==> config.mk <==
export PLATFORM = sky130hd
export DESIGN_NAME = lcd_ctrl
export DESIGN_NICKNAME = d
export VERILOG_FILES = /design/src/lcd_pkg.sv /design/src/lcd_msg_rom.sv /design/src/lcd_cmd_engine.sv /design/src/lcd_data_engine.sv /design/src/lcd_ctrl.sv
export VERILOG_INCLUDE_DIRS = /design/src
export SDC_FILE = /design/constraint.sdc
export NUM_CORES = 1
export LEC_CHECK = 0
export ABC_AREA = 1
export BUFFER_PORTS_ARGS = -buffer_cell sky130_fd_sc_hd__buf_2
export CORE_MARGIN = 5
export CORE_UTILIZATION = 50
export DETAILED_ROUTE_END_ITERATION = 16
export PLACE_DENSITY = 0.67
export SLEW_MARGIN = 20
export SYNTH_ARGS = -nofsm -noshare
export SYNTH_HDL_FRONTEND = slang
export SYNTH_SLANG_ARGS = --single-unit
==> constraint.sdc <==
create_clock -name i_clk -period 3.12 [get_ports i_clk]
set_input_delay 0.312 -clock i_clk [delete_from_list [all_inputs] [get_ports i_clk]]
set_output_delay 0.312 -clock i_clk [all_outputs]
set_load 0.1 [all_outputs]
==> src/lcd_defines.svh <==
`ifndef LCD_DEFINES_SVH
`define LCD_DEFINES_SVH

// bus timing, all in i_clk cycles

// rs and data settle before en rises
`define LCD_SETUP 1

// en pulse width
`define LCD_EN_HIGH 4

// execution time after en falls
`define LCD_EXEC_WAIT 20

// whole phase sequence of one transaction after the start cycle
`define LCD_TXN_CYCLES (`LCD_SETUP + `LCD_EN_HIGH + `LCD_EXEC_WAIT)

// panel geometry
`define LCD_COLS 16            // characters per line
`define LCD_LINE2_ADDR 7'h40   // ddram address of line 2, column 0

// power-up sequence length
`define LCD_INIT_CMDS 5

`endif

==> src/lcd_pkg.sv <==
package lcd_pkg;

    // one byte on the lcd data bus
    typedef logic [7:0] lcd_byte_t;

    // ddram address
    typedef logic [6:0] lcd_addr_t;

    // character index over both lines, 0 to 31
    typedef logic [4:0] lcd_col_t;

    // message select
    typedef logic [2:0] lcd_mode_t;

    // command type for the command engine
    // 0 to 4 are the init commands, 5 sets the ddram address
    typedef logic [2:0] lcd_cmd_t;

    localparam lcd_cmd_t CMD_SET_ADDR = 3'd5;

    // pins seen by the panel, rw is tied low on the board
    typedef struct packed {
        logic      rs;    // 0 command, 1 data
        logic      en;
        lcd_byte_t data;
    } lcd_bus_t;

    // top level sequencer
    typedef enum logic [2:0] {
        S_BEGIN,
        S_INIT,
        S_IDLE,
        S_SET_ADDR,
        S_WRITE
    } lcd_state_e;

endpackage

==> src/lcd_msg_rom.sv <==
`timescale 1ns/1ps

module lcd_msg_rom
    import lcd_pkg::*;
(
    input  lcd_mode_t i_mode,
    input  lcd_col_t  i_col,
    output lcd_byte_t o_char
);

    // words packed msb first, upper bytes stay zero
    localparam logic [71:0] W_STOP = "stop";
    localparam logic [71:0] W_PAUSE = "pause";
    localparam logic [71:0] W_PLAYING = "playing";
    localparam logic [71:0] W_RECORDING = "recording";
    localparam logic [71:0] W_MODE = "mode ";

    localparam lcd_byte_t SPACE = 8'h20;

    lcd_byte_t line1_ch;
    lcd_byte_t line2_ch;
    lcd_byte_t digit;

    // character idx of a left-aligned word, space past its end
    function automatic lcd_byte_t word_char(input logic [71:0] word,
                                            input int unsigned len,
                                            input logic [3:0]  idx);
        lcd_byte_t ch;
        ch = SPACE;
        if (idx < len) begin
            ch = word[8*(len-1-idx) +: 8];
        end
        return ch;
    endfunction

    assign digit = 8'h30 + {5'd0, i_mode}; // ascii '0' + mode

    always_comb begin
        case (i_mode)
            3'd0:    line1_ch = word_char(W_STOP, 4, i_col[3:0]);
            3'd1:    line1_ch = word_char(W_PAUSE, 5, i_col[3:0]);
            3'd2:    line1_ch = word_char(W_PLAYING, 7, i_col[3:0]);
            default: line1_ch = word_char(W_RECORDING, 9, i_col[3:0]); // 3 to 7
        endcase
    end

    always_comb begin
        if (i_col[3:0] == 4'd5) begin
            line2_ch = digit;  // right after "mode "
        end else begin
            line2_ch = word_char(W_MODE, 5, i_col[3:0]);
        end
    end

    // upper half of the index is line 2
    assign o_char = i_col[4] ? line2_ch : line1_ch;

endmodule

==> src/lcd_cmd_engine.sv <==
`timescale 1ns/1ps
`include "lcd_defines.svh"

module lcd_cmd_engine
    import lcd_pkg::*;
(
    input  logic      i_clk,
    input  logic      i_rst_n,
    input  logic      i_start,
    input  lcd_cmd_t  i_type,
    input  lcd_addr_t i_addr,
    output lcd_bus_t  o_bus,
    output logic      o_finish
);

    localparam int CNT_W = $clog2(`LCD_TXN_CYCLES + 1);
    localparam logic [CNT_W-1:0] EN_ON = CNT_W'(`LCD_SETUP);
    localparam logic [CNT_W-1:0] EN_OFF = CNT_W'(`LCD_SETUP + `LCD_EN_HIGH);
    localparam logic [CNT_W-1:0] LAST = CNT_W'(`LCD_TXN_CYCLES - 1);

    logic             busy;
    logic [CNT_W-1:0] cnt;
    logic [CNT_W-1:0] cnt_nxt;
    lcd_byte_t        opcode;

    always_comb begin
        case (i_type)
            3'd0:         opcode = 8'h38;           // 8-bit bus, 2 lines, 5x8
            3'd1:         opcode = 8'h0C;           // display on, no cursor
            3'd2:         opcode = 8'h01;           // clear
            3'd3:         opcode = 8'h06;           // increment, no shift
            3'd4:         opcode = 8'h02;           // return home
            CMD_SET_ADDR: opcode = {1'b1, i_addr};  // 0x80 | ddram address
            default:      opcode = 8'h02;
        endcase
    end

    assign cnt_nxt = cnt + 1'b1;

    // cnt 0 is setup, then en high, then the execution wait
    always_ff @(posedge i_clk or posedge i_rst_n) begin
        if (i_rst_n) begin
            busy     <= 1'b0;
            cnt      <= '0;
            o_bus    <= '0;
            o_finish <= 1'b0;
        end else begin
            o_finish <= 1'b0;
            if (i_start && !busy) begin
                busy       <= 1'b1;
                cnt        <= '0;
                o_bus.rs   <= 1'b0;
                o_bus.en   <= 1'b0;
                o_bus.data <= opcode;
            end else if (busy) begin
                cnt      <= cnt_nxt;
                o_bus.en <= (cnt_nxt >= EN_ON) && (cnt_nxt < EN_OFF);
                if (cnt == LAST) begin
                    busy     <= 1'b0;
                    o_finish <= 1'b1;
                end
            end
        end
    end

endmodule

==> src/lcd_data_engine.sv <==
`timescale 1ns/1ps
`include "lcd_defines.svh"

module lcd_data_engine
    import lcd_pkg::*;
(
    input  logic      i_clk,
    input  logic      i_rst_n,
    input  logic      i_start,
    input  lcd_byte_t i_char,
    output lcd_bus_t  o_bus,
    output logic      o_finish
);

    localparam int CNT_W = $clog2(`LCD_TXN_CYCLES + 1);
    localparam logic [CNT_W-1:0] EN_ON = CNT_W'(`LCD_SETUP);
    localparam logic [CNT_W-1:0] EN_OFF = CNT_W'(`LCD_SETUP + `LCD_EN_HIGH);
    localparam logic [CNT_W-1:0] LAST = CNT_W'(`LCD_TXN_CYCLES - 1);

    logic             busy;
    logic [CNT_W-1:0] cnt;
    logic [CNT_W-1:0] cnt_nxt;

    assign cnt_nxt = cnt + 1'b1;

    always_ff @(posedge i_clk or posedge i_rst_n) begin
        if (i_rst_n) begin
            busy     <= 1'b0;
            cnt      <= '0;
            o_bus    <= '0;
            o_finish <= 1'b0;
        end else begin
            o_finish <= 1'b0;
            if (i_start && !busy) begin
                busy       <= 1'b1;
                cnt        <= '0;
                o_bus.rs   <= 1'b1;   // ddram write
                o_bus.en   <= 1'b0;
                o_bus.data <= i_char; // held until the next write
            end else if (busy) begin
                cnt      <= cnt_nxt;
                o_bus.en <= (cnt_nxt >= EN_ON) && (cnt_nxt < EN_OFF);
                if (cnt == LAST) begin
                    busy     <= 1'b0;
                    o_finish <= 1'b1;
                end
            end
        end
    end

endmodule

==> src/lcd_ctrl.sv <==
`timescale 1ns/1ps
`include "lcd_defines.svh"

module lcd_ctrl
    import lcd_pkg::*;
(
    input  logic      i_clk,
    input  logic      i_rst_n,
    input  logic      i_start,
    input  lcd_mode_t i_mode,
    output lcd_bus_t  o_lcd,
    output logic      o_init_done
);

    localparam lcd_cmd_t INIT_LAST = lcd_cmd_t'(`LCD_INIT_CMDS - 1);
    localparam lcd_col_t COL_EOL1 = lcd_col_t'(`LCD_COLS - 1);
    localparam lcd_col_t COL_LAST = lcd_col_t'(2 * `LCD_COLS - 1);

    lcd_state_e state_r, state_w;
    lcd_cmd_t   init_idx_r, init_idx_w;
    lcd_col_t   col_r, col_w;
    lcd_mode_t  mode_r, mode_w;
    logic       cmd_start_r, cmd_start_w;
    lcd_cmd_t   cmd_type_r, cmd_type_w;
    lcd_addr_t  cmd_addr_r, cmd_addr_w;
    logic       data_start_r, data_start_w;

    lcd_bus_t  cmd_bus;
    lcd_bus_t  data_bus;
    logic      cmd_finish;
    logic      data_finish;
    lcd_byte_t rom_char;
    logic      cmd_sel;

    lcd_msg_rom u_msg_rom (
        .i_mode (mode_r),
        .i_col  (col_r),
        .o_char (rom_char)
    );

    lcd_cmd_engine u_cmd_engine (
        .i_clk    (i_clk),
        .i_rst_n  (i_rst_n),
        .i_start  (cmd_start_r),
        .i_type   (cmd_type_r),
        .i_addr   (cmd_addr_r),
        .o_bus    (cmd_bus),
        .o_finish (cmd_finish)
    );

    // rom output is latched by the engine on data_start
    lcd_data_engine u_data_engine (
        .i_clk    (i_clk),
        .i_rst_n  (i_rst_n),
        .i_start  (data_start_r),
        .i_char   (rom_char),
        .o_bus    (data_bus),
        .o_finish (data_finish)
    );

    assign cmd_sel = (state_r == S_BEGIN) || (state_r == S_INIT) || (state_r == S_SET_ADDR);
    assign o_lcd = cmd_sel ? cmd_bus : data_bus;
    assign o_init_done = (state_r == S_IDLE);

    always_comb begin
        state_w      = state_r;
        init_idx_w   = init_idx_r;
        col_w        = col_r;
        mode_w       = mode_r;
        cmd_start_w  = 1'b0;       // starts are single-cycle pulses
        cmd_type_w   = cmd_type_r;
        cmd_addr_w   = cmd_addr_r;
        data_start_w = 1'b0;
        case (state_r)
            S_BEGIN: begin
                init_idx_w  = '0;
                cmd_type_w  = '0;
                cmd_start_w = 1'b1;
                state_w     = S_INIT;
            end
            S_INIT: begin
                if (cmd_finish) begin
                    if (init_idx_r == INIT_LAST) begin
                        state_w = S_IDLE;
                    end else begin
                        init_idx_w  = init_idx_r + 1'b1;
                        cmd_type_w  = init_idx_r + 1'b1;
                        cmd_start_w = 1'b1;
                    end
                end
            end
            S_IDLE: begin
                if (i_start) begin
                    mode_w      = i_mode;  // held for the whole refresh
                    col_w       = '0;
                    cmd_type_w  = CMD_SET_ADDR;
                    cmd_addr_w  = '0;
                    cmd_start_w = 1'b1;
                    state_w     = S_SET_ADDR;
                end
            end
            S_SET_ADDR: begin
                if (cmd_finish) begin
                    data_start_w = 1'b1;
                    state_w      = S_WRITE;
                end
            end
            S_WRITE: begin
                if (data_finish) begin
                    if (col_r == COL_LAST) begin
                        state_w = S_IDLE;
                    end else if (col_r == COL_EOL1) begin
                        // jump to line 2 before column 16
                        col_w       = col_r + 1'b1;
                        cmd_type_w  = CMD_SET_ADDR;
                        cmd_addr_w  = `LCD_LINE2_ADDR;
                        cmd_start_w = 1'b1;
                        state_w     = S_SET_ADDR;
                    end else begin
                        col_w        = col_r + 1'b1;
                        data_start_w = 1'b1;
                    end
                end
            end
            default: state_w = S_BEGIN;
        endcase
    end

    always_ff @(posedge i_clk or posedge i_rst_n) begin
        if (i_rst_n) begin
            state_r      <= S_BEGIN;
            init_idx_r   <= '0;
            col_r        <= '0;
            mode_r       <= '0;
            cmd_start_r  <= 1'b0;
            cmd_type_r   <= '0;
            cmd_addr_r   <= '0;
            data_start_r <= 1'b0;
        end else begin
            state_r      <= state_w;
            init_idx_r   <= init_idx_w;
            col_r        <= col_w;
            mode_r       <= mode_w;
            cmd_start_r  <= cmd_start_w;
            cmd_type_r   <= cmd_type_w;
            cmd_addr_r   <= cmd_addr_w;
            data_start_r <= data_start_w;
        end
    end

endmodule

==> results of run 1 <==
==> worst max-delay path, stage by stage (launching register included) <==
cell and delay (ns):
dfrtp_1 0.62, inv_2 0.22, ha_1 0.46, inv_2 0.19, nand3_1 0.10, nand2_1 0.10
inv_2 0.07, nor2_8 0.12, nand2_1 0.08, nand4_1 0.09, nand2_1 0.06, a21oi_1 0.12
==> per-stage QoR <==
stage               hold WS (ns)  cells
floorplan                  0.423    478
global placement           0.442    568
detailed placement         0.445    568
CTS                        0.268    576
global route               0.215    576
finish                     0.142    576
==> logic make-up after synthesis <==
group,count (synthesis)
fa+ha+maj,17
compound gates,72
simple gates,248
flops,51
buf+inv,84
xor+xnor,6
==> area by class of cell <==
cell class / count / share of cell area (%)
clock buffer: 6 / 2.24
clock inverter: 2 / 1.05
inverter: 78 / 8.10
multi-input combinational: 343 / 49.1
sequential: 51 / 34.6
tap: 80 / 2.71
timing repair buffer: 16 / 2.17
==> state kept, by name, indices dropped and copies added, names as in the netlist <==
register / count
u_data_engine.o_finish: 1
u_cmd_engine.cnt: 5
cmd_start_r: 1
col_r: 5
u_cmd_engine.o_finish: 1
init_idx_r: 3
mode_r: 3
data_start_r: 1
u_data_engine.busy: 1
u_data_engine.o_bus: 9
cmd_type_r: 3
u_data_engine.cnt: 5
u_cmd_engine.o_bus: 8
cmd_addr_r: 1
u_cmd_engine.busy: 1
state_r: 3
==> final timing paths <==
path	startpoint	to	slack (ns)	depth (start not counted)
worst max-delay path	col_r[0]$_DFFE_PP0P_	u_data_engine.o_bus[6]$_DFFE_PP0P_	0.84	11
worst min-delay path	i_rst_n	init_idx_r[1]$_DFFE_PP0P_	0.14	2
worst max register to register	col_r[0]$_DFFE_PP0P_	u_data_engine.o_bus[6]$_DFFE_PP0P_	0.84	11
worst min register to register	u_data_engine.o_bus[9]$_DFFE_PP0P_	u_data_engine.o_bus[9]$_DFFE_PP0P_	0.46	2
max in group asynchronous	i_rst_n	cmd_addr_r[6]$_DFFE_PP0P_	2.46	2
min in group i_clk	i_mode[1]	mode_r[1]$_DFFE_PP0P_	0.27	3
==> layer usage <==
| layer | part of all wire (%) | GRT usage (%) | vias up |
|---|---|---|---|
| li1 | - | - | 1578 |
| met1 | 50 | 27.2 | 1367 |
| met2 | 45 | 31.3 | 49 |
| met3 | 4.4 | 3.33 | 2 |
| met4 | 0.37 | 2.56 | 0 |
| met5 | 0 | 0 | - |
==> report_power, final <==
part / total (µW) / internal, µW / leakage [µW] / switching (µW)
clock: 487 / 264 / 0.0000618 / 223
sequential: 660 / 660 / 0.000625 / 0
combinational: 15.5 / 2.36 / 0.00120 / 13.1
==> synthesized netlist by cell type, drive strengths merged <==
cell type and instances:
xor2 6, o22ai 7, o21ai 34, o32ai 1, nand3b 1, buf 4, nand2 125, clkbuf 2
a211oi 1, clkinv 2, a21oi 22, a31oi 3, nand3 49, o211ai 2, nand4 8, nor4 2
or2 2, nor3 8, nor2 52, o31ai 2, and2 1, ha 17, inv 76, dfrtp 51
==> impl_metrics.tcl, run 1 <==
set metrics [dict create \
    outcome "finished clean" \
    grt_max_degree 52 \
    synth_cell_types 38 \
    core_mm2 0.00672 \
    synth_fp_nets 501 \
    insertion_delay_ns 0.30 \
    synth-seq-cells 51 \
    cts_sinks 51 \
    dpl_worst_slack_ns 0.872 \
    netlist_instances 478 \
    place.gp.congestion 0.959 \
    setup_tns_ns 0 \
    synthesis.area_mm2 0.00342 \
    postCtsSetupBuffers 0 \
    layout_commonest_cell "nand2_1" \
    grt_overflow 0 \
    critical_path_peak_fanout 14 \
    slew-limit-headroom_pct 42.7 \
    grt_pass1_vias 2850 \
    io_buffer_count 16 \
    holdBufCountCts 0 \
    gr-usage-all-layers_pct 19.1 \
    post-route-util_pct 54.9 \
    fmax_mhz 438 \
    fillerInstances 688 \
    die_w_um 92.7 \
    cp-start-kind "register" \
    antenna_left 0 \
    routed_wl_um 7840 \
    hold_class "primary input to async pin" \
    muxShareOfSynthArea_pct 0 \
    drv_slew 0 \
    drive_gt1_share_pct 12.9 \
    total_power_uw 1160 \
    yosysTopAreaCellShare_pct 37.3 \
    irDropWorstVdd_mv 0.229 \
    placementRows 30 \
    fin_skew_ns 0.0153 \
    crit_type "register to register" \
    critPathArrivalTime_ns 2.51 \
    multi_input_area_mm2 0.00181 \
    worst_slack_ns 0.838 \
    clk_pin_slew_ns 0.10 \
    worstPathRequired_ns 3.35 \
    final_area_mm2 0.00369 \
    root_buffer "clkbuf_8" \
    yosys-top-cells-area "dfrtp_1, nand2_1, nand3_1, inv_1, ha_1" \
    vias 2996 \
    drv_cap 0 \
    drc 0 \
    ys_seq_area_share_pct 37.3 \
    synthSimpleGateAreaFrac_pct 33.1 \
    die_area_mm2 0.00860 \
    routedWlPerCell_um 13.6 \
    cts_buffers 5 \
    regArea_mm2 0.00128 \
    synth_top_area_cell "dfrtp_1" \
    power.density_mw_per_mm2 315 \
    antenna_cells 0 \
    tightestPinTransition_ns 0.858 \
    synth_compound_area_share_pct 12.1 \
    h-tree-depth 2 \
    synth_xor_area_share_pct 1.54 \
    antenna_found_initial 0 \
    ios 17 \
    dpl-instance-area_mm2 0.00357 \
    synth.avg_cell_area_um2 7.16 \
    cp-end-kind "register" \
    first_pass_iters 4 \
    cts_buffer_depth 2 \
    period_needed_ns 2.28 \
    dieHeight_um 92.7 \
    synth_top_family_by_area "simple AND/OR/NAND/NOR gates" \
    leakagePower_uw 0.00189 \
    cts_tree "yes" \
    grt_pass1_wl_um 13500 \
    start_util_pct 50.9 \
    synthAdderAreaFrac_pct 6.22 \
    cts_resized 0 \
    hold_violations 0 \
    synth_warnings 0 \
    nets 518 \
    fin_crit_sh_pct 73.1 \
    hpwlAfterDp_um 6240 \
    rsz0062_at_grt "no" \
    viasPerCell 5.20 \
    final_cell_mix "nand2_1, inv_1, dfrtp_1, nor2_1, nand3_1" \
    drt_first_iter_violations 143 \
    area_growth_pct 7.82 \
    setup_violations 0 \
]
(Power assumes the default switching activity.)
==> run 2, diff against run 1 <==
clock period = 2.3 ns   (was 3.12 ns; I/O delays follow)
==> impl_metrics.tcl, run 2 (synthesis results as in run 1) <==
set metrics [dict create \
    cp-end-kind "register" \
    core_mm2 0.00672 \
    min_to "mode_r[0]$_DFFE_PP0P_" \
    rrSetupSlack_ns 0.24 \
    routed_wl_um 8020 \
    grt_overflow 0 \
    crit_top_cell "inv_2" \
    cts_buffers 5 \
    rsz0062_at_grt "no" \
    critical_path_peak_fanout 10 \
    cts_buffer_depth 2 \
    outcome "finished clean" \
    cp_top_family "simple AND/OR/NAND/NOR gates" \
    reg.largest.list "u_data_engine.o_bus x9, u_cmd_engine.o_bus x8" \
    worstReg2RegEnd "u_data_engine.o_bus[4]$_DFFE_PP0P_" \
    cp_num_buf_inv 3 \
    nets 528 \
    critPathArrivalTime_ns 2.30 \
    crit_chain "inv_2 > ha_1 > inv_2 > nand3_1 > nand2_1 > inv_2 > nor2_8 > nand3_2 > nand3_1 > nand2_1 > a21oi_2" \
    hold_ws_ns 0.203 \
    place.gp.congestion 0.959 \
    irDropWorstVdd_mv 0.193 \
    antenna_cells 0 \
    dp_cells 577 \
    tightestPinTransition_ns 0.590 \
    hold_violations 0 \
    power.internal_uw 1260 \
    dpl_worst_slack_ns 0.292 \
    layout_commonest_cell "nand2_1" \
    cp.depth 11 \
    cp-start-kind "register" \
    placementRows 30 \
    r2r-start "col_r[1]$_DFFE_PP0P_" \
    grt_max_degree 21 \
    slew-limit-headroom_pct 60.5 \
    hp-start "i_mode[0]" \
    cts_sinks 51 \
    min_path_cells 3 \
    antenna_left 0 \
    power.density_mw_per_mm2 420 \
    wl_met2_um 3650 \
    area_growth_pct 10.1 \
    start_util_pct 50.9 \
    setup_violations 0 \
    crit_slowest_cell "dfrtp_1" \
    largest_reg_flops 9 \
    drt_first_iter_violations 229 \
    pwr-share-comb_pct 1.7 \
    drive_gt1_share_pct 14.6 \
    viasPerCell 5.31 \
    dieHeight_um 92.7 \
    met1Wirelength_um 3910 \
    topRoutingLayerUsed "met4" \
    postCtsSetupBuffers 0 \
    first_pass_iters 5 \
    drc 0 \
    cts_tree "yes" \
    p_clk_share_pct 41.8 \
    drv_slew 0 \
    ios 17 \
    period_needed_ns 2.06 \
    hpwlAfterDp_um 6340 \
    gr-usage-all-layers_pct 19.5 \
    crit_type "register to register" \
    worst_slack_ns 0.241 \
    leakagePower_uw 0.00194 \
    routedWlPerCell_um 13.7 \
    clk_pin_slew_ns 0.09 \
    worstPathRequired_ns 2.54 \
    fin_crit_sh_pct 89.5 \
    p_sw_uw 323 \
    fmax_mhz 486 \
    seqPwrFrac_pct 56.6 \
    drv_cap 0 \
    regMostFlops "u_data_engine.o_bus" \
    h-tree-depth 2 \
    hold_class "primary input to register" \
    root_buffer "clkbuf_8" \
    final_cell_mix "nand2_1, inv_1, dfrtp_1, nor2_1, nand3_1" \
    grt_pass1_vias 2933 \
    io_buffer_count 16 \
    fin_cells 586 \
    antenna_found_initial 0 \
    swShare_pct 20.4 \
    die_area_mm2 0.00860 \
    dr_wl_met3_um 375 \
    fin_skew_ns 0.00418 \
    insertion_delay_ns 0.30 \
    cpPeakStageDelay_ns 0.47 \
    grt_pass1_wl_um 13600 \
    vias 3113 \
    reg2regPathDepth 11 \
    die_w_um 92.7 \
]
run 2: changes by cell type in the layout (fill, tap and decap cells not counted):
cell	before	now
o21ai_1	3	8
nand2_1	114	113
o21ai_0	31	26
clkinv_2	1	0
buf_4	0	9
inv_2	13	14
dlygate4sd3_1	0	1
nand2_2	8	9
run 2: final cells by class:
type,instances,area (µm²)
inverter,78,298
multi-input combinational,343,1820
clock inverter,2,38.8
timing repair buffer,26,158
tap,80,100
sequential,51,1280
clock buffer,6,82.6
fill,658,2950
run 2: per-layer routing:
metal  track usage, %  up-vias
met2             31.4       91
met1             27.7     1411
met5                0        -
met3             2.76       11
li1                 -     1600
met4             5.13        0
run 2: worst max-delay path by stage:
| stage | start | end | slack, ns |
|---|---|---|---|
| finish | col_r[1]$_DFFE_PP0P_ | u_data_engine.o_bus[4]$_DFFE_PP0P_ | 0.24 |
| global route | col_r[1]$_DFFE_PP0P_ | u_data_engine.o_bus[2]$_DFFE_PP0P_ | 0.10 |
| CTS | state_r[0]$_DFFE_PP0P_ | o_lcd[9] | 0.12 |
| detailed placement | col_r[1]$_DFFE_PP0P_ | u_data_engine.o_bus[4]$_DFFE_PP0P_ | 0.29 |
| global placement | col_r[0]$_DFFE_PP0P_ | u_data_engine.o_bus[2]$_DFFE_PP0P_ | 0.34 |
| floorplan | state_r[0]$_DFFE_PP0P_ | o_lcd[0] | -0.1 |
run 2: through the flow:
stage	instance area [µm²]	utilization, %	TNS [ns]	power, µW
finish	3770	56.1	0	1580
global route	3770	56.1	0	1640
CTS	3770	56.1	0	1600
detailed placement	3630	54.1	0	940
global placement	3630	54.1	0	940
floorplan	3420	-	-0.486	927
run 2: power groups by stage:
| stage | registers [µW] | logic (µW) | clock network [µW] |
|---|---|---|---|
| final | 896 | 26.2 | 661 |
| after global routing | 896 | 31.0 | 716 |
| after CTS | 896 | 27.8 | 680 |
| after detailed placement | 914 | 26.5 | 0 |
| after global placement | 914 | 26.1 | 0 |
| after floorplan | 914 | 13.1 | 0 |
run 2: worst register-to-register path, stage by stage, from the launching register on:
cell     delay [ns]
dfrtp_1        0.47
inv_2          0.11
ha_1           0.42
inv_2          0.23
nand3_1        0.10
nand2_1        0.10
inv_2          0.07
nor2_8         0.12
nand3_2        0.07
nand3_1        0.13
nand2_1        0.08
a21oi_2        0.12
run 2: repair_timing:
item,in CTS,in global routing
resized for setup,0,1
endpoints found under the setup margin,0,7
hold endpoints to repair,14,0
hold buffers,1,0
